File: src/logic/prom_geom_pkg.sv
// array geometry and address field types, imported by every PROM block
`default_nettype none

package prom_geom_pkg;

    // ----------------------------------------
    // array geometry
    // ----------------------------------------
    localparam int NUM_BANKS  = 16;
    localparam int NUM_BLOCKS = 128;
    localparam int NUM_WORDS  = 16;   // words per block

    // ----------------------------------------
    // field widths
    // ----------------------------------------
    localparam int ADDR_W  = 23;
    localparam int WORD_W  = 16;
    localparam int BANK_W  = $clog2(NUM_BANKS);
    localparam int BLOCK_W = $clog2(NUM_BLOCKS);
    localparam int WIDX_W  = $clog2(NUM_WORDS);

    // one data word of the array or the bus
    typedef logic [WORD_W-1:0]  word_t;

    // full bus address
    typedef logic [ADDR_W-1:0]  addr_t;

    // addr[22:19], eight blocks per bank
    typedef logic [BANK_W-1:0]  bank_t;

    // addr[22:16], the bank bits sit on top
    typedef logic [BLOCK_W-1:0] block_t;

    // addr[3:0]
    typedef logic [WIDX_W-1:0]  word_idx_t;

endpackage

`default_nettype wire

File: src/logic/prom_cmd_pkg.sv
// command codes, signature constants and bus/mode structs of the PROM model
`default_nettype none

package prom_cmd_pkg;

    // ----------------------------------------
    // command codes written on the data bus
    // ----------------------------------------
    typedef enum logic [15:0] {
        CMD_READ_ARRAY     = 16'h00FF,
        CMD_READ_STATUS    = 16'h0070,
        CMD_READ_SIG       = 16'h0090,
        CMD_PROGRAM        = 16'h0040,
        CMD_LOCK_SETUP     = 16'h0060,
        CMD_UNLOCK_CONFIRM = 16'h00D0,   // only meaningful after lock setup
        CMD_LOCK_CONFIRM   = 16'h0001    // same
    } cmd_e;

    // ----------------------------------------
    // electronic signature and status
    // ----------------------------------------
    localparam prom_geom_pkg::word_t MFR_CODE    = 16'h0049;
    localparam prom_geom_pkg::word_t DEVICE_CODE = 16'h506B;
    localparam logic [11:0]          CONFIG_TAG  = 12'hCCC;  // bank goes below it
    localparam logic [3:0]           STATUS_TAG  = 4'hF;
    localparam logic [7:0]           STATUS_READY = 8'h80;   // ready, no errors

    // word offsets inside the signature space of a bank
    localparam prom_geom_pkg::word_idx_t SIG_OFS_MFR  = 4'd0;
    localparam prom_geom_pkg::word_idx_t SIG_OFS_DEV  = 4'd1;
    localparam prom_geom_pkg::word_idx_t SIG_OFS_LOCK = 4'd2;
    localparam prom_geom_pkg::word_idx_t SIG_OFS_CFG  = 4'd5;

    // host bus, one strobe per cycle
    typedef struct packed {
        logic                 cs;
        logic                 wr;
        logic                 rd;
        prom_geom_pkg::addr_t addr;
        prom_geom_pkg::word_t wdata;
    } prom_bus_t;

    // what the read path needs from the controller
    typedef struct packed {
        cmd_e mode;     // command of addressed bank
        logic locked;   // lock bit of addressed block
    } rd_ctx_t;

endpackage

`default_nettype wire

File: src/logic/prom_read_mux.sv
// registered read path of the PROM, picks array, status or signature word
`timescale 1ns/1ns
`default_nettype none

module prom_read_mux
(
    input  wire logic                      we_b,
    input  wire logic                      rst,
    input  wire logic                      rd,
    input  wire prom_geom_pkg::bank_t      bank,
    input  wire prom_geom_pkg::word_idx_t  word,
    input  wire prom_cmd_pkg::rd_ctx_t     rd_ctx,
    input  wire prom_geom_pkg::word_t      array_word,
    output prom_geom_pkg::word_t           rd_data,
    output logic                           rd_valid
);

    import prom_geom_pkg::*;
    import prom_cmd_pkg::*;

    word_t status_word;
    word_t config_word;
    word_t lock_word;
    word_t sel_word;

    // bank dependent words
    assign status_word = {STATUS_TAG, bank, STATUS_READY};
    assign config_word = {CONFIG_TAG, bank};
    assign lock_word   = word_t'(rd_ctx.locked);   // bit 0 only

    // ----------------------------------------
    // word select by mode
    // ----------------------------------------
    always_comb
    begin
        case (rd_ctx.mode)
            CMD_READ_ARRAY:
                sel_word = array_word;
            CMD_READ_SIG:
            begin
                case (word)
                    SIG_OFS_MFR:  sel_word = MFR_CODE;
                    SIG_OFS_DEV:  sel_word = DEVICE_CODE;
                    SIG_OFS_LOCK: sel_word = lock_word;
                    SIG_OFS_CFG:  sel_word = config_word;
                    default:      sel_word = '0;
                endcase
            end
            default:
                sel_word = status_word;   // status, program and setup modes
        endcase
    end

    // ----------------------------------------
    // output register
    // ----------------------------------------
    always_ff @(posedge we_b)
    begin
        if (rst)
            rd_valid <= 1'b0;
        else
            rd_valid <= rd;   // exactly one cycle per strobe
    end

    always_ff @(posedge we_b)
    begin
        if (rd)
            rd_data <= sel_word;
    end

endmodule

`default_nettype wire

File: config.mk
export PLATFORM = sky130hd
export DESIGN_NAME = prom_read_mux
export DESIGN_NICKNAME = d
export VERILOG_FILES = /design/src/logic/prom_geom_pkg.sv /design/src/logic/prom_cmd_pkg.sv /design/src/logic/prom_read_mux.sv
export SDC_FILE = /design/constraint.sdc
export NUM_CORES = 1
export LEC_CHECK = 0
export ABC_AREA = 1
export BUFFER_PORTS_ARGS = -buffer_cell sky130_fd_sc_hd__buf_4
export CORE_UTILIZATION = 30
export DETAILED_ROUTE_END_ITERATION = 8
export GPL_ROUTABILITY_DRIVEN = 0
export MAX_ROUTING_LAYER = met4
export PLACE_DENSITY = 0.57
export SLEW_MARGIN = 20
export SYNTH_ARGS = -nofsm -noshare
export SYNTH_HDL_FRONTEND = slang
export SYNTH_SLANG_ARGS = --single-unit
File: constraint.sdc
create_clock -name we_b -period 3.1 [get_ports we_b]
set_input_delay 0.31 -clock we_b [delete_from_list [all_inputs] [get_ports we_b]]
set_output_delay 0.31 -clock we_b [all_outputs]
set_load 0.01 [all_outputs]
# ---- After elaboration in Yosys (flattened, before gate mapping)
# Cells that the tools add are included.
dict set report word_totals {
  regBits 17
  out_inout_bits 17
}
dict set report classes {
  eq_ne 5
  muxes 2
  n_reduce_logical 1
}
# operator count
set op_table {}
lappend op_table {{case mux 16 bit (4 select lines)} 1}
lappend op_table {{== test 16 x 8 -> 1 bit, second input constant} 2}
lappend op_table {{case mux 16 bit (2 select lines)} 1}
lappend op_table {{== test 4 x 1 -> 1 bit, second input constant} 1}
lappend op_table {{== test 4 x 2 -> 1 bit, second input constant} 1}
lappend op_table {{== test 4 x 3 -> 1 bit, second input constant} 1}
lappend op_table {{logical NOT 4 bit} 1}

# ---- Logic depth before layout (Yosys ltp)
dict set report depth {
  ltp_word 3
  mapped_depth 9
  depth_no_buf 9
}

# ---- Worst setup path before layout
# Ideal clock, no wire load.
dict set report synth_timing {
  path_type {input -> register}
  startpoint {input port rd_ctx[16] in the netlist's numbering}
  endpoint {register rd_data[12] (data pin)}
  arrival_ns 1.018
  path_slack_ns 1.830
  stages 8
  cell_sequence {nor2_1 -> nand2_1 -> nor2_4 -> nand2_2 -> nand2_1 -> nand2_1 -> inv_1 -> nand2_1}
}
dict set report synth_via {
  elab_chain_cells 2
}
# element line
set synth_lines {}
lappend synth_lines {{start: declaration} prom_read_mux.sv:12} ;# input wire prom_cmd_pkg::rd_ctx_t rd_ctx,
lappend synth_lines {{== test 16 x 8 -> 1 bit} prom_read_mux.sv:36} ;# case (rd_ctx.mode)
lappend synth_lines {{case mux 16 bit (2 select lines) (*)} prom_read_mux.sv:36}
lappend synth_lines {{named net sel_word[12]} prom_read_mux.sv:24} ;# word_t sel_word;
lappend synth_lines {{end signal: assignment} prom_read_mux.sv:68} ;# rd_data <= sel_word;
lappend synth_lines {{end: declaration} prom_read_mux.sv:14} ;# output prom_geom_pkg::word_t rd_data,
# The timed path passes the listed nets; every way through them passes the cells marked *.
# A chain may end at the register's enable or synchronous reset.

# ---- Worst setup path in the final report
dict set report layout_timing {
  startpoint {input port rd_ctx[1] in the netlist's numbering}
  endpoint {register rd_data[15] (data pin)}
}
# The elaborated chain is that of the path after synthesis.

==> flow_metrics.py <==
metrics = {
    "run_status": {
        "status": "finished, violations left",
        "failed_checks": "design-rule violations",
    },
    "sta": {
        "slew_headroom_pct": 79.49,
        "final_hold_viol_count": 0,
        "setup_viol": 0,
        "slew_violations": 0,
        "hold_slack_ps": 163.7,
        "worst_slew_pin_slew_ps": 304.5,
        "tns_ps": 0,
        "fin_ws_ps": 1890,
        "post-route-min-period_ps": 1210,
        "finalCritPeriodShare_pct": 39.03,
        "rsz0062_at_grt": "false",
        "fmax_ghz": 0.8265,
    },
    "global_routing": {
        "grt_pass1_wl_um": 3884,
        "grt_max_degree": 18,
        "gr-total-overflow": 0,
        "track_usage_pct": 15.62,
        "grt_pass1_vias": 946,
        "antenna_found_initial": 0,
    },
    "synth": {
        "syn_nets": 160,
        "synth.avg_cell_area_um2": 8.025,
        "synth_cell_types": 16,
        "synth_top_family_by_area": "simple AND/OR/NAND/NOR gates",
        "syn_inst": 116,
        "yosys.area_share.simple_pct": 36.02,
        "synth_compound_area_share_pct": 2.419,
        "synthMuxAreaShare_pct": 0,
        "ys_ff_latch": 17,
        "yosysWarnings": 0,
        "synthAdderAreaFrac_pct": 0,
        "syn_area_um2": 930.9,
        "synth-seq-area-share_pct": 53.76,
        "synthXorXnorAreaFrac_pct": 0,
    },
    "critical_path": {
        "critPathKind": "in2reg",
        "crit_top_cell": "nand2_1",
        "required_ps": 3150,
        "cp_top_family": "simple AND/OR/NAND/NOR gates",
        "crit_fanout": 7,
        "slowest_stage": "nor2_1",
        "startpoint_type": "input port",
        "worst-path-buf-inv": 2,
        "crit_path_end_kind": "flop",
        "arrival_ps": 1260,
        "cp_cell_sequence": "buf_4 > nor2_1 > nand2_1 > nor2_1 > nand2_2 > nand2_1 > nand2_1 > inv_1 > nand2_1",
        "max_stage_delay_ps": 210,
    },
    "drt": {
        "via_per_inst": 4.576,
        "via_count": 961,
        "dr.pass1.iters": 6,
        "wire_per_inst_um": 11.06,
        "final_antenna_net_count": 0,
        "drtIter0Drc": 27,
        "totalWireLength_um": 2322,
        "drc": 5,
    },
    "clock_network": {
        "htree_levels": 1,
        "tritoncts": "done",
        "ctsHoldBuffers": 0,
        "cts_resized": 0,
        "clockBufferDepth": 2,
        "post_cts_buffers": 0,
        "ctsRootBufferMaster": "clkbuf_4",
        "cts_num_sinks": 17,
        "numCtsBuffers": 3,
        "path_clk_slew_ps": 90,
    },
    "finish": {
        "nNetsFinal": 224,
        "postLayoutCellArea_um2": 1435,
        "diodes": 0,
        "syn_to_final_growth_pct": 54.17,
        "drive_gt1_share_pct": 37.99,
        "n_fill_cell": 288,
    },
    "power_and_ir_drop": {
        "leakage_nw": 0.7415,
        "peakVddDrop_mv": 0.1074,
        "power.density_nw_per_um2": 330.7,
    },
    "place": {
        "io_buffers": 60,
        "dpl.hpwl_um": 1924,
        "pre_cts_ws_ps": 1577,
        "placed_cell_area_um2": 1409,
    },
    "min_path": {
        "hp-class": "in2reg",
    },
    "floorplanning": {
        "rows": 19,
        "dieWidth_um": 57.71,
        "die_y_um": 57.71,
        "io_pins": 61,
        "core_um2": 2853,
        "dieArea_um2": 3330,
        "start_util_pct": 32.63,
    },
    "job": {
        "drv_cap": 0,
    },
}
## synthesized netlist by cell type
cell type	instances	area share, %
a211oi_1	1	0.81
buf_6	1	1.2
clkinv_2	1	0.54
dfxtp_1	1	2.2
edfxtp_1	16	52
inv_1	15	6.0
nand2_1	44	18
nand2_2	1	0.67
nand2_4	1	1.2
nand3_1	13	7.0
nand4_1	2	1.3
nor2_1	14	5.6
nor2_2	1	0.67
nor2_4	1	1.2
nor3_1	1	0.54
o21ai_0	3	1.6
## cell usage in the layout, fill, tap and decap left out
cell,n
buf_4,60
nand2_1,44
edfxtp_1,16
inv_1,15
nor2_1,14
nand3_1,13
o21ai_0,3
clkbuf_4,3
nand4_1,2
nor2_2,1
nor2_4,1
nand2_4,1
clkinv_2,1
nand2_2,1
nor3_1,1
a211oi_1,1
clkbuf_1,1
dfxtp_1,1
## metrics by stage
stage	utilization [%]	std cells	power, mW
floorplan	-	116	0.2946
global placement	49.39	206	0.3638
detailed placement	49.39	206	0.3660
CTS	50.31	210	0.4823
global route	50.31	210	0.5030
finish	50.31	210	0.4746
## cell type report
cell class	instances	area [µm²]	share of cell area (%)
well taps	31	38.79	2.703
inverters	16	61.31	4.272
repair buffers	60	450.4	31.39
flip-flops and latches	17	500.5	34.87
clock buffers	4	26.28	1.831
multi-input cells	82	357.8	24.93
## sequential cells by signal (all words and copies together), names as in the netlist
signal    count
rd_valid      1
rd_data      16
## power by group
part	internal (mW)	switching [mW]
Sequential	0.263	0.00327
Combinational	0.0556	0.0375
Clock	0.0500	0.0649
## metal layers
layer	wire length [µm]	vias up	GRT usage, %	share of wire, %
met5	0	-	-	0
met4	36	0	7.483	1.6
met3	231	4	2.902	9.9
met2	1048	51	24.92	45
met1	1006	407	19.15	43
li1	-	499	-	-
## logic make-up after synthesis
| family | count (synthesis) |
|---|---|
| compound gates | 4 |
| simple gates | 78 |
| flops | 17 |
| buf+inv | 17 |
## path summary, 6_finish.rpt
kind                          end  depth (start not counted)       from  slack, ps
worst max-delay path  rd_data[15]                          9  rd_ctx[1]       1890
worst min-delay path     rd_valid                          2        rst        160
Power figures use the tool's default switching activity.
