## src/logic/prom_geom_pkg.sv

```systemverilog
// array geometry and address field types, imported by every PROM block
`default_nettype none

package prom_geom_pkg;

    // ----------------------------------------
    // array geometry
    // ----------------------------------------
    localparam int NUM_BANKS  = 16;
    localparam int NUM_BLOCKS = 128;
    localparam int NUM_WORDS  = 16;   // words per block

    // ----------------------------------------
    // field widths
    // ----------------------------------------
    localparam int ADDR_W  = 23;
    localparam int WORD_W  = 16;
    localparam int BANK_W  = $clog2(NUM_BANKS);
    localparam int BLOCK_W = $clog2(NUM_BLOCKS);
    localparam int WIDX_W  = $clog2(NUM_WORDS);

    // one data word of the array or the bus
    typedef logic [WORD_W-1:0]  word_t;

    // full bus address
    typedef logic [ADDR_W-1:0]  addr_t;

    // addr[22:19], eight blocks per bank
    typedef logic [BANK_W-1:0]  bank_t;

    // addr[22:16], the bank bits sit on top
    typedef logic [BLOCK_W-1:0] block_t;

    // addr[3:0]
    typedef logic [WIDX_W-1:0]  word_idx_t;

endpackage

`default_nettype wire

```

## src/logic/prom_cmd_pkg.sv

```systemverilog
// command codes, signature constants and bus/mode structs of the PROM model
`default_nettype none

package prom_cmd_pkg;

    // ----------------------------------------
    // command codes written on the data bus
    // ----------------------------------------
    typedef enum logic [15:0] {
        CMD_READ_ARRAY     = 16'h00FF,
        CMD_READ_STATUS    = 16'h0070,
        CMD_READ_SIG       = 16'h0090,
        CMD_PROGRAM        = 16'h0040,
        CMD_LOCK_SETUP     = 16'h0060,
        CMD_UNLOCK_CONFIRM = 16'h00D0,   // only meaningful after lock setup
        CMD_LOCK_CONFIRM   = 16'h0001    // same
    } cmd_e;

    // ----------------------------------------
    // electronic signature and status
    // ----------------------------------------
    localparam prom_geom_pkg::word_t MFR_CODE    = 16'h0049;
    localparam prom_geom_pkg::word_t DEVICE_CODE = 16'h506B;
    localparam logic [11:0]          CONFIG_TAG  = 12'hCCC;  // bank goes below it
    localparam logic [3:0]           STATUS_TAG  = 4'hF;
    localparam logic [7:0]           STATUS_READY = 8'h80;   // ready, no errors

    // word offsets inside the signature space of a bank
    localparam prom_geom_pkg::word_idx_t SIG_OFS_MFR  = 4'd0;
    localparam prom_geom_pkg::word_idx_t SIG_OFS_DEV  = 4'd1;
    localparam prom_geom_pkg::word_idx_t SIG_OFS_LOCK = 4'd2;
    localparam prom_geom_pkg::word_idx_t SIG_OFS_CFG  = 4'd5;

    // host bus, one strobe per cycle
    typedef struct packed {
        logic                 cs;
        logic                 wr;
        logic                 rd;
        prom_geom_pkg::addr_t addr;
        prom_geom_pkg::word_t wdata;
    } prom_bus_t;

    // what the read path needs from the controller
    typedef struct packed {
        cmd_e mode;     // command of addressed bank
        logic locked;   // lock bit of addressed block
    } rd_ctx_t;

endpackage

`default_nettype wire

```

## src/logic/prom_ctrl.sv

```systemverilog
// per-bank command FSM and block lock table, decides program writes for prom_top
`timescale 1ns/1ns
`default_nettype none

module prom_ctrl
(
    input  wire logic                   we_b,
    input  wire logic                   rst,
    input  wire logic                   wr,
    input  wire prom_geom_pkg::bank_t   bank,
    input  wire prom_geom_pkg::block_t  block,
    input  wire prom_geom_pkg::word_t   wdata,
    output logic                        prog_we,
    output prom_cmd_pkg::rd_ctx_t       rd_ctx
);

    import prom_geom_pkg::*;
    import prom_cmd_pkg::*;

    // ----------------------------------------
    // state
    // ----------------------------------------
    cmd_e                  cmd_q [NUM_BANKS];  // one command register per bank
    logic [NUM_BLOCKS-1:0] lock_q;              // 1 = locked
    logic [NUM_BANKS-1:0]  done_q;              // program session used up

    cmd_e cur_cmd;
    logic is_reset_cmd;
    logic new_cmd_ok;
    logic prog_slot;

    assign cur_cmd      = cmd_q[bank];
    assign is_reset_cmd = (wdata == CMD_READ_ARRAY);

    // codes that may start a new mode from a read mode
    // confirm codes are left out, they have no meaning here
    assign new_cmd_ok = wdata inside {CMD_READ_ARRAY, CMD_READ_STATUS, CMD_READ_SIG,
                                      CMD_PROGRAM, CMD_LOCK_SETUP};

    // first non-reset write of an open program session
    assign prog_slot = wr && (cur_cmd == CMD_PROGRAM) && !done_q[bank] && !is_reset_cmd;

    // ----------------------------------------
    // program strobe, same cycle as the bus write
    // ----------------------------------------
    always_comb
    begin
        prog_we = 1'b0;
        if (prog_slot)
            prog_we = !lock_q[block];   // locked block swallows the data
    end

    // ----------------------------------------
    // command, lock and session update
    // ----------------------------------------
    always_ff @(posedge we_b)
    begin
        if (rst)
        begin
            for (int i = 0; i < NUM_BANKS; i++)
                cmd_q[i] <= CMD_READ_ARRAY;
            lock_q <= '1;   // everything locked out of reset
            done_q <= '0;
        end
        else if (wr)
        begin
            if (is_reset_cmd)
            begin
                // 00FF wins in every mode
                cmd_q[bank]  <= CMD_READ_ARRAY;
                done_q[bank] <= 1'b0;
            end
            else
            begin
                case (cur_cmd)
                    CMD_READ_ARRAY, CMD_READ_STATUS, CMD_READ_SIG:
                    begin
                        if (new_cmd_ok)
                        begin
                            cmd_q[bank]  <= cmd_e'(wdata);
                            done_q[bank] <= 1'b0;   // fresh session on entry
                        end
                    end

                    CMD_LOCK_SETUP:
                    begin
                        if (wdata == CMD_UNLOCK_CONFIRM)
                            lock_q[block] <= 1'b0;
                        else if (wdata == CMD_LOCK_CONFIRM)
                            lock_q[block] <= 1'b1;
                        cmd_q[bank] <= CMD_READ_ARRAY;  // any data ends the setup
                    end

                    CMD_PROGRAM:
                    begin
                        // one shot per session, locked or not
                        if (!done_q[bank])
                            done_q[bank] <= 1'b1;
                    end
                endcase
            end
        end
    end

    // ----------------------------------------
    // context for the read path
    // ----------------------------------------
    always_comb
    begin
        rd_ctx.mode   = cur_cmd;
        rd_ctx.locked = lock_q[block];
    end

endmodule

`default_nettype wire

```

## config.mk

```make
export PLATFORM = sky130hd
export DESIGN_NAME = prom_ctrl
export DESIGN_NICKNAME = d
export VERILOG_FILES = /design/src/logic/prom_geom_pkg.sv /design/src/logic/prom_cmd_pkg.sv /design/src/logic/prom_ctrl.sv
export SDC_FILE = /design/constraint.sdc
export NUM_CORES = 1
export LEC_CHECK = 0
export BUFFER_PORTS_ARGS = -buffer_cell sky130_fd_sc_hd__buf_2
export CORE_ASPECT_RATIO = 1.25
export CORE_UTILIZATION = 45
export DETAILED_ROUTE_END_ITERATION = 12
export GPL_TIMING_DRIVEN = 0
export HOLD_SLACK_MARGIN = 0.05
export PLACE_DENSITY = 0.72
export REMOVE_ABC_BUFFERS = 1
export SETUP_SLACK_MARGIN = 0.02
export SYNTH_ARGS = -nofsm -noshare
export SYNTH_HDL_FRONTEND = slang
export SYNTH_SLANG_ARGS = --single-unit
```

## constraint.sdc

```tcl
create_clock -name we_b -period 4.8 [get_ports we_b]
set_input_delay 0 -clock we_b [delete_from_list [all_inputs] [get_ports we_b]]
set_output_delay 0 -clock we_b [all_outputs]
set_load 0.03 [all_outputs]
```

# Yosys cells after proc, flatten, opt, wreduce, memory -nomap -nowiden
# Memories as Yosys holds them, arrays and structs flattened.
# Index checks and enable logic that the tools add are counted.
dict set report op_classes {
  muxes 37
  reduce_logical 15
  n_bitwise 9
  magnitude_cmp 4
  eq_ne 14
}
# op count
set op_table {}
lappend op_table {{128-bit two-way mux} 2}
lappend op_table {{128-bit AND} 1}
lappend op_table {{128-bit inverter} 1}
lappend op_table {{128-bit bitwise OR} 1}
lappend op_table {{16-bit by 7-bit == test with 1-bit output, second input constant} 6}
lappend op_table {{16-bit two-way mux} 6}
lappend op_table {{16-bit by 8-bit == test with 1-bit output, second input constant} 5}
lappend op_table {{16-bit one-hot mux with 2 select lines} 1}
lappend op_table {{1-bit two-way mux} 23}
lappend op_table {{16-bit AND} 1}
lappend op_table {{16-bit by 1-bit == test with 1-bit output, second input constant} 1}
lappend op_table {{16-bit inverter} 1}
lappend op_table {{16-bit bitwise OR} 1}
lappend op_table {{16-bit OR reduction} 1}
lappend op_table {{7-bit by 8-bit less-than comparator with 1-bit output, second input constant} 1}
lappend op_table {{4-bit AND reduction} 2}
lappend op_table {{1-bit binary-select mux with 7-bit select} 1}
lappend op_table {{1-bit demux with 7-bit select} 1}
lappend op_table {{7-bit by 1-bit greater-or-equal comparator with 1-bit output, second input constant} 1}
lappend op_table {{3-bit != test, second input constant} 2}
lappend op_table {{1-bit logical AND} 5}
lappend op_table {{4-bit by 5-bit less-than comparator with 1-bit output, second input constant} 1}
lappend op_table {{5-bit nonzero test} 1}
lappend op_table {{1-bit binary-select mux with 4-bit select} 1}
lappend op_table {{other kinds (9)} 12}
dict set report word_totals {
  wordCells 82
  out_inout_bits 18
  regBits 144
  n_memories 1
  mem_bits_rw 256
  in_bits 30
}
# name depth width read_ports rd_ports_with_merged_regs wr line
set memory_table {}
lappend memory_table {cmd_q 16 16 1 0 16 prom_ctrl.sv:23} ;# cmd_e cmd_q [NUM_BANKS];

# Longest topological paths before layout
# Gate-level depths: netlist of run 1.
dict set report logic_depth {
  word_depth 12
  ltp_mapped 14
  mapped_depth_nobuf 8
}

# Worst setup path before layout of run 1
# No wires, ideal clock.
dict set report synth_timing {
  kind {input to register}
  start {in bank[1]}
  end {mem cmd_q[0][0] (netlist bit), enable pin}
  arrival_time_ns 3.490
  t_required_ns 4.408
  n_path_buf 4
  cell_stages 12
  setup_slack_ns 0.918
  setup_time_ns 0.392
  cell_sequence {buf_2 -> clkbuf_1 -> clkbuf_1 -> mux4_2 -> a22oi_1 -> nand2_1 -> nor4_2 -> nand2_2 -> nor3_1 -> nor3_1 -> buf_2 -> o21bai_1}
}
# element line
set synth_lines {}
lappend synth_lines {{start: declaration} prom_ctrl.sv:10} ;# input wire prom_geom_pkg::bank_t bank,
lappend synth_lines {{end: declaration} prom_ctrl.sv:23}

==> impl_metrics.py, run 1 <==
metrics = {
    "setup_path": {
        "critPathMaxFanout": 32,
        "timing.rr.start": "cmd_q[3][14]",
        "reg2reg_slack_ns": 0.79,
        "cp.required_ns": 4.95,
        "rr_worst_depth": 11,
        "arrival_ns": 4.46,
        "worstSetupStartpointType": "input port",
        "setup.worst_path.class": "in2reg",
        "worstSetupEndpointType": "register",
    },
    "sta": {
        "setup_ws_ns": 0.4888,
        "hold_violations": 0,
        "tightest_slew_ns": 1.322,
        "fin_crit_sh": 0.8982,
        "fmax_mhz": 232.0,
        "whs_ns": 0.07959,
        "drv_slew": 0,
        "setup_viol": 0,
        "clock_skew_ns": 0.02395,
        "finalCriticalPeriod_ns": 4.311,
        "max_slew_margin": 0.1189,
        "grt_setup_unrepaired": "no",
    },
    "logic_synthesis": {
        "avgSynthCellArea_um2": 12.36,
        "ys_seq_area_frac": 0.5886,
        "synth_cell_types": 42,
        "ys.flop_type": "edfxtp_1",
        "netlist_area_um2": 17960,
        "syn_inst": 1453,
        "ys_ff_latch": 400,
        "ys_warn_count": 0,
        "async_flop_share": 0,
        "synth_edf_count": 256,
    },
    "clocking": {
        "cts_sinks": 400,
        "insertion_delay_ns": 0.55,
        "path_clk_slew_ns": 0.06,
        "numCtsBuffers": 40,
        "clock_tree.root_cell": "clkbuf_16",
        "cts_setup_buffers": 0,
        "cts-htree-levels": 2,
        "post_cts_resized": 0,
        "ctsHoldBuffers": 13,
        "cts.path.max_buffers": 3,
        "cts_tree": "yes",
    },
    "die": {
        "pin_count": 48,
        "placementRows": 81,
        "dieHeight_um": 225.3,
        "die_area_um2": 40710,
        "die_x_um": 180.7,
        "coreArea_um2": 39220,
        "initial_core_util": 0.4578,
    },
    "layout": {
        "final_cell_count_no_fill": 2119,
        "nNetsFinal": 1618,
        "final_common_cell": "edfxtp_1",
        "final_util": 0.5292,
        "layout_common_cells": "256 x edfxtp_1, 165 x nand2_1, 155 x nor2_1, 144 x mux2i_1, 144 x dfxtp_1",
        "drive_above_1_share": 0.1612,
        "syn_to_final_growth_pct": 15.59,
        "num-fill-cells": 3238,
    },
    "detailed_routing": {
        "finalWirelength_mm": 40.75,
        "first_pass_iters": 5,
        "vias": 12004,
        "first_iter_violations": 987,
        "wl_per_cell_um": 19.23,
        "viasPerCell": 5.665,
        "ant_nets": 0,
        "drc": 0,
    },
    "global_route": {
        "grtUsageTotal": 0.2020,
        "grt_pass1_vias": 12100,
        "antenna_found_initial": 2,
        "grt_max_degree": 97,
        "grt_pass1_wl_mm": 64.82,
        "grt-ovfl-total": 0,
    },
    "run": {
        "maxCapViolCount": 0,
    },
    "hold_path": {
        "hp-start": "block[5]",
        "hold_path_class": "in2reg",
        "whs_path_depth": 4,
    },
    "placement": {
        "hpwl_mm": 25.93,
        "port_buffers": 47,
        "gp_congestion": 0.8250,
        "place_inst": 2031,
        "pre_cts_slack_ns": 0.06083,
    },
    "power_and_ir_drop": {
        "p_total_w": 0.007245,
        "ir_drop_uv": 257.3,
        "powerDensity_nw_per_um2": 349.0,
        "power_leakage_nw": 7.514,
    },
    "outcome": {
        "outcome": "finished, final reports clean",
    },
}
==> metrics by stage <==
stage / setup TNS (ns) / instance area (µm²)
after global routing: 0 / 20760
after global placement: -1623.97 / 18590
final: 0 / 20760
after CTS: 0 / 20740
after detailed placement: 0 / 19390
after floorplan: -328.63 / 17730
==> metal layers <==
metal	track usage	wire length, µm	up-vias
met5	0	0	-
met1	0.2543	16430	5937
met2	0.3526	20510	431
met3	0.03264	2786	73
li1	-	-	5563
met4	0.06893	1021	0
==> cell type report <==
cell class | count | area, µm² | share of cell area
Antenna cell | 2 | 5.005 | 0.0002411
Clock buffer | 49 | 1045 | 0.05033
Clock inverter | 24 | 172.7 | 0.008318
Inverter | 2 | 7.507 | 0.0003617
Multi-Input combinational cell | 1037 | 7276 | 0.3505
Sequential cell | 400 | 10570 | 0.5092
Tap cell | 498 | 623.1 | 0.03002
Timing Repair Buffer | 107 | 1059 | 0.05099
==> synthesized netlist by cell type (3+ instances only) <==
| master | number | area, µm² |
|---|---|---|
| mux4_2 | 72 | 1622 |
| nand4_1 | 19 | 118.9 |
| mux2i_1 | 144 | 1441 |
| a22oi_1 | 86 | 645.6 |
| o21ai_0 | 4 | 20.02 |
| a21oi_1 | 3 | 15.01 |
| buf_2 | 25 | 125.1 |
| and3_1 | 6 | 37.54 |
| nor4_1 | 4 | 25.02 |
| and2_1 | 5 | 31.28 |
| nor2b_1 | 4 | 25.02 |
| nand2_1 | 165 | 619.3 |
| buf_1 | 4 | 15.01 |
| nor3_1 | 17 | 85.08 |
| clkbuf_1 | 92 | 345.3 |
| nor4_2 | 3 | 37.54 |
| dfxtp_1 | 144 | 2883 |
| nor2_1 | 157 | 589.3 |
| buf_6 | 17 | 191.4 |
| edfxtp_1 | 256 | 7687 |
| and3b_1 | 3 | 26.28 |
| nand3_1 | 130 | 650.6 |
| a221oi_1 | 4 | 35.03 |
| or4_1 | 3 | 22.52 |
| o21bai_1 | 16 | 120.1 |
| nand2b_1 | 24 | 150.1 |
| or3_1 | 3 | 18.77 |
| o311ai_0 | 6 | 52.55 |
| a22o_1 | 6 | 52.55 |
| o311ai_1 | 10 | 87.58 |
| nor3b_1 | 4 | 30.03 |
==> kinds of logic after synthesis <==
| group | synth area share |
|---|---|
| and+or+nand+nor | 0.1411 |
| DFF | 0.5886 |
| muxes | 0.1706 |
| buffers and inverters | 0.03978 |
| AOI/OAI and AO/OA | 0.05971 |
| other | 0.0002088 |
==> where the power goes <==
part	switching [W]	internal (W)
Combinational	0.000356	0.000199
Clock	0.00130	0.00161
Sequential	0.0000219	0.00375
Total	0.00168	0.00556
==> worst max-delay path by stage <==
stage                     startpoint  slack [ns]           end  cells after the start
after floorplan             wdata[9]       -2.57      register                      5
after global placement           rst       -6.92      register                      4
after detailed placement     bank[0]        0.06   cmd_q[0][0]                     11
after CTS                    bank[3]        0.29   cmd_q[4][8]                     10
after global routing         bank[3]        0.21  cmd_q[4][13]                     10
final                        bank[3]        0.49   cmd_q[4][8]                     10
==> worst max-delay path: stages <==
cell           delay (ns)
dlygate4sd3_1        0.53
buf_2                0.34
and2_1               1.07
a22oi_1              0.21
nand2_1              0.39
and3b_1              0.22
o21ai_1              0.10
a211oi_1             0.48
nor3_4               0.22
o21bai_2             0.87
(Power assumes the default switching activity.)
==> run 2, diff against run 1 <==
CORE_MARGIN = 4   (was not set)
PLACE_DENSITY = not set   (was 0.72)
PLACE_DENSITY_LB_ADDON = 0.12   (was not set)
==> impl_metrics.py, run 2 (synthesis results as in run 1) <==
metrics = {
    "clocking": {
        "cts_tree": "yes",
        "insertion_delay_ns": 0.54,
        "post_cts_resized": 0,
        "numCtsBuffers": 41,
        "cts.path.max_buffers": 3,
        "cts-htree-levels": 2,
        "cts_sinks": 400,
        "path_clk_slew_ns": 0.06,
        "clock_tree.root_cell": "clkbuf_16",
    },
    "hold_path": {
        "hp-start": "bank[2]",
        "hold_path_class": "in2reg",
    },
    "die": {
        "die_area_um2": 43180,
        "placementRows": 81,
        "coreArea_um2": 39320,
        "dieHeight_um": 231.3,
        "die_x_um": 186.7,
        "initial_core_util": 0.4567,
        "pin_count": 48,
    },
    "detailed_routing": {
        "vias": 11731,
        "first_iter_violations": 958,
        "ant_nets": 0,
        "wl_per_cell_um": 20.07,
        "first_pass_iters": 5,
        "viasPerCell": 5.528,
        "drc": 0,
        "finalWirelength_mm": 42.60,
    },
    "setup_path": {
        "worstSetupStartpointType": "register",
        "critPathMaxFanout": 19,
        "critPathLaunch": "cmd_q[7][14]",
        "timing.rr.start": "cmd_q[7][14]",
        "worstSetupEndpointType": "register",
        "cp.required_ns": 5.23,
        "arrival_ns": 4.92,
        "setup.worst_path.class": "reg2reg",
    },
    "sta": {
        "fin_crit_sh": 0.9366,
        "clock_skew_ns": 0.02161,
        "fmax_mhz": 222.4,
        "whs_ns": 0.1034,
        "setup_viol": 0,
        "hold_violations": 0,
        "grt_setup_unrepaired": "no",
        "max_slew_margin": 0.2172,
        "finalCriticalPeriod_ns": 4.496,
        "drv_slew": 0,
        "tightest_slew_ns": 1.174,
    },
    "global_route": {
        "grtUsageTotal": 0.1989,
        "grt-ovfl-total": 0,
        "grt_max_degree": 84,
        "antenna_found_initial": 1,
        "grt_pass1_vias": 12087,
        "grt_pass1_wl_mm": 68.69,
    },
    "placement": {
        "hpwl_mm": 27.01,
        "gp_congestion": 0.7697,
        "port_buffers": 47,
    },
    "power_and_ir_drop": {
        "p_total_w": 0.007498,
        "powerDensity_nw_per_um2": 359.0,
        "ir_drop_uv": 234.2,
        "power_leakage_nw": 7.584,
    },
    "layout": {
        "syn_to_final_growth_pct": 16.32,
        "final_common_cell": "edfxtp_1",
        "num-fill-cells": 3414,
        "drive_above_1_share": 0.1669,
        "antennaDiodeCount": 0,
        "layout_common_cells": "256 x edfxtp_1, 165 x nand2_1, 155 x nor2_1, 144 x mux2i_1, 144 x dfxtp_1",
        "nNetsFinal": 1622,
    },
    "run": {
        "maxCapViolCount": 0,
    },
    "outcome": {
        "outcome": "finished, final reports clean",
    },
}
[run 2: cell count changes in the layout (fill, tap and decap cells not counted), moves of 3 or more]
cell,delta
buf_6,+5
bufinv_16,+3
clkinv_1,-7
clkinv_2,+5
[run 2: final timing paths]
check	endpoint	slack [ns]	depth (start not counted)
worst max register to register	register	0.30	11
worst min register to register	register	0.47	2
worst min-delay path	cmd_q[1][4]	0.10	3
worst max-delay path	register	0.30	11
[run 2: cell type report]
| cell class | count | area (µm²) | share of cell area |
|---|---|---|---|
| Clock buffer | 55 | 1130 | 0.05409 |
| Clock inverter | 20 | 206.4 | 0.009884 |
| Inverter | 2 | 7.507 | 0.0003594 |
| Multi-Input combinational cell | 1037 | 7281 | 0.3486 |
| Sequential cell | 400 | 10570 | 0.5060 |
| Tap cell | 498 | 623.1 | 0.02983 |
| Timing Repair Buffer | 110 | 1070 | 0.05122 |
[run 2: where the power goes]
| group | internal (W) | leakage [nW] | switching, W | total, W |
|---|---|---|---|---|
| logic | 0.000199 | 3.63 | 0.000367 | 0.000565 |
| registers | 0.00375 | 3.29 | 0.0000205 | 0.00377 |
| clock network | 0.00187 | 0.664 | 0.00129 | 0.00316 |
[run 2: per-stage QoR]
| stage | TNS (ns) | setup WS, ns | area (µm²) | std cells | utilization |
|---|---|---|---|---|---|
| after floorplan | -328.63 | -2.567 | 17730 | 1439 | - |
| after global placement | -1893.52 | -7.847 | 18590 | 1984 | 0.4726 |
| after detailed placement | 0 | 0.3486 | 19400 | 2033 | 0.4934 |
| after CTS | 0 | 0.2981 | 20880 | 2122 | 0.5310 |
| after global routing | 0 | 0.04288 | 20890 | 2122 | 0.5312 |
| final | 0 | 0.3042 | 20890 | 2122 | 0.5312 |
[run 2: metal layers]
layer / global-route usage / part of all wire
met1: 0.2588 / 0.42
met2: 0.3529 / 0.51
met3: 0.02817 / 0.042
met4: 0.05109 / 0.020
met5: 0 / 0.00033
[run 2: repair_timing]
action                    in CTS  in global routing
setup buffers                  0                  0
hold buffers                  14                  0
hold endpoints to repair     154                  0
[run 2: critical path, stage by stage (launching register included)]
cell           delay [ns]
edfxtp_1             0.35
mux4_2               0.52
a22oi_1              0.42
nand2_1              0.16
nor4_2               0.57
nand2_2              0.21
nor4_4               0.81
buf_6                0.29
buf_6                0.21
nand3_1              0.10
dlygate4sd3_1        0.62
mux2i_1              0.12
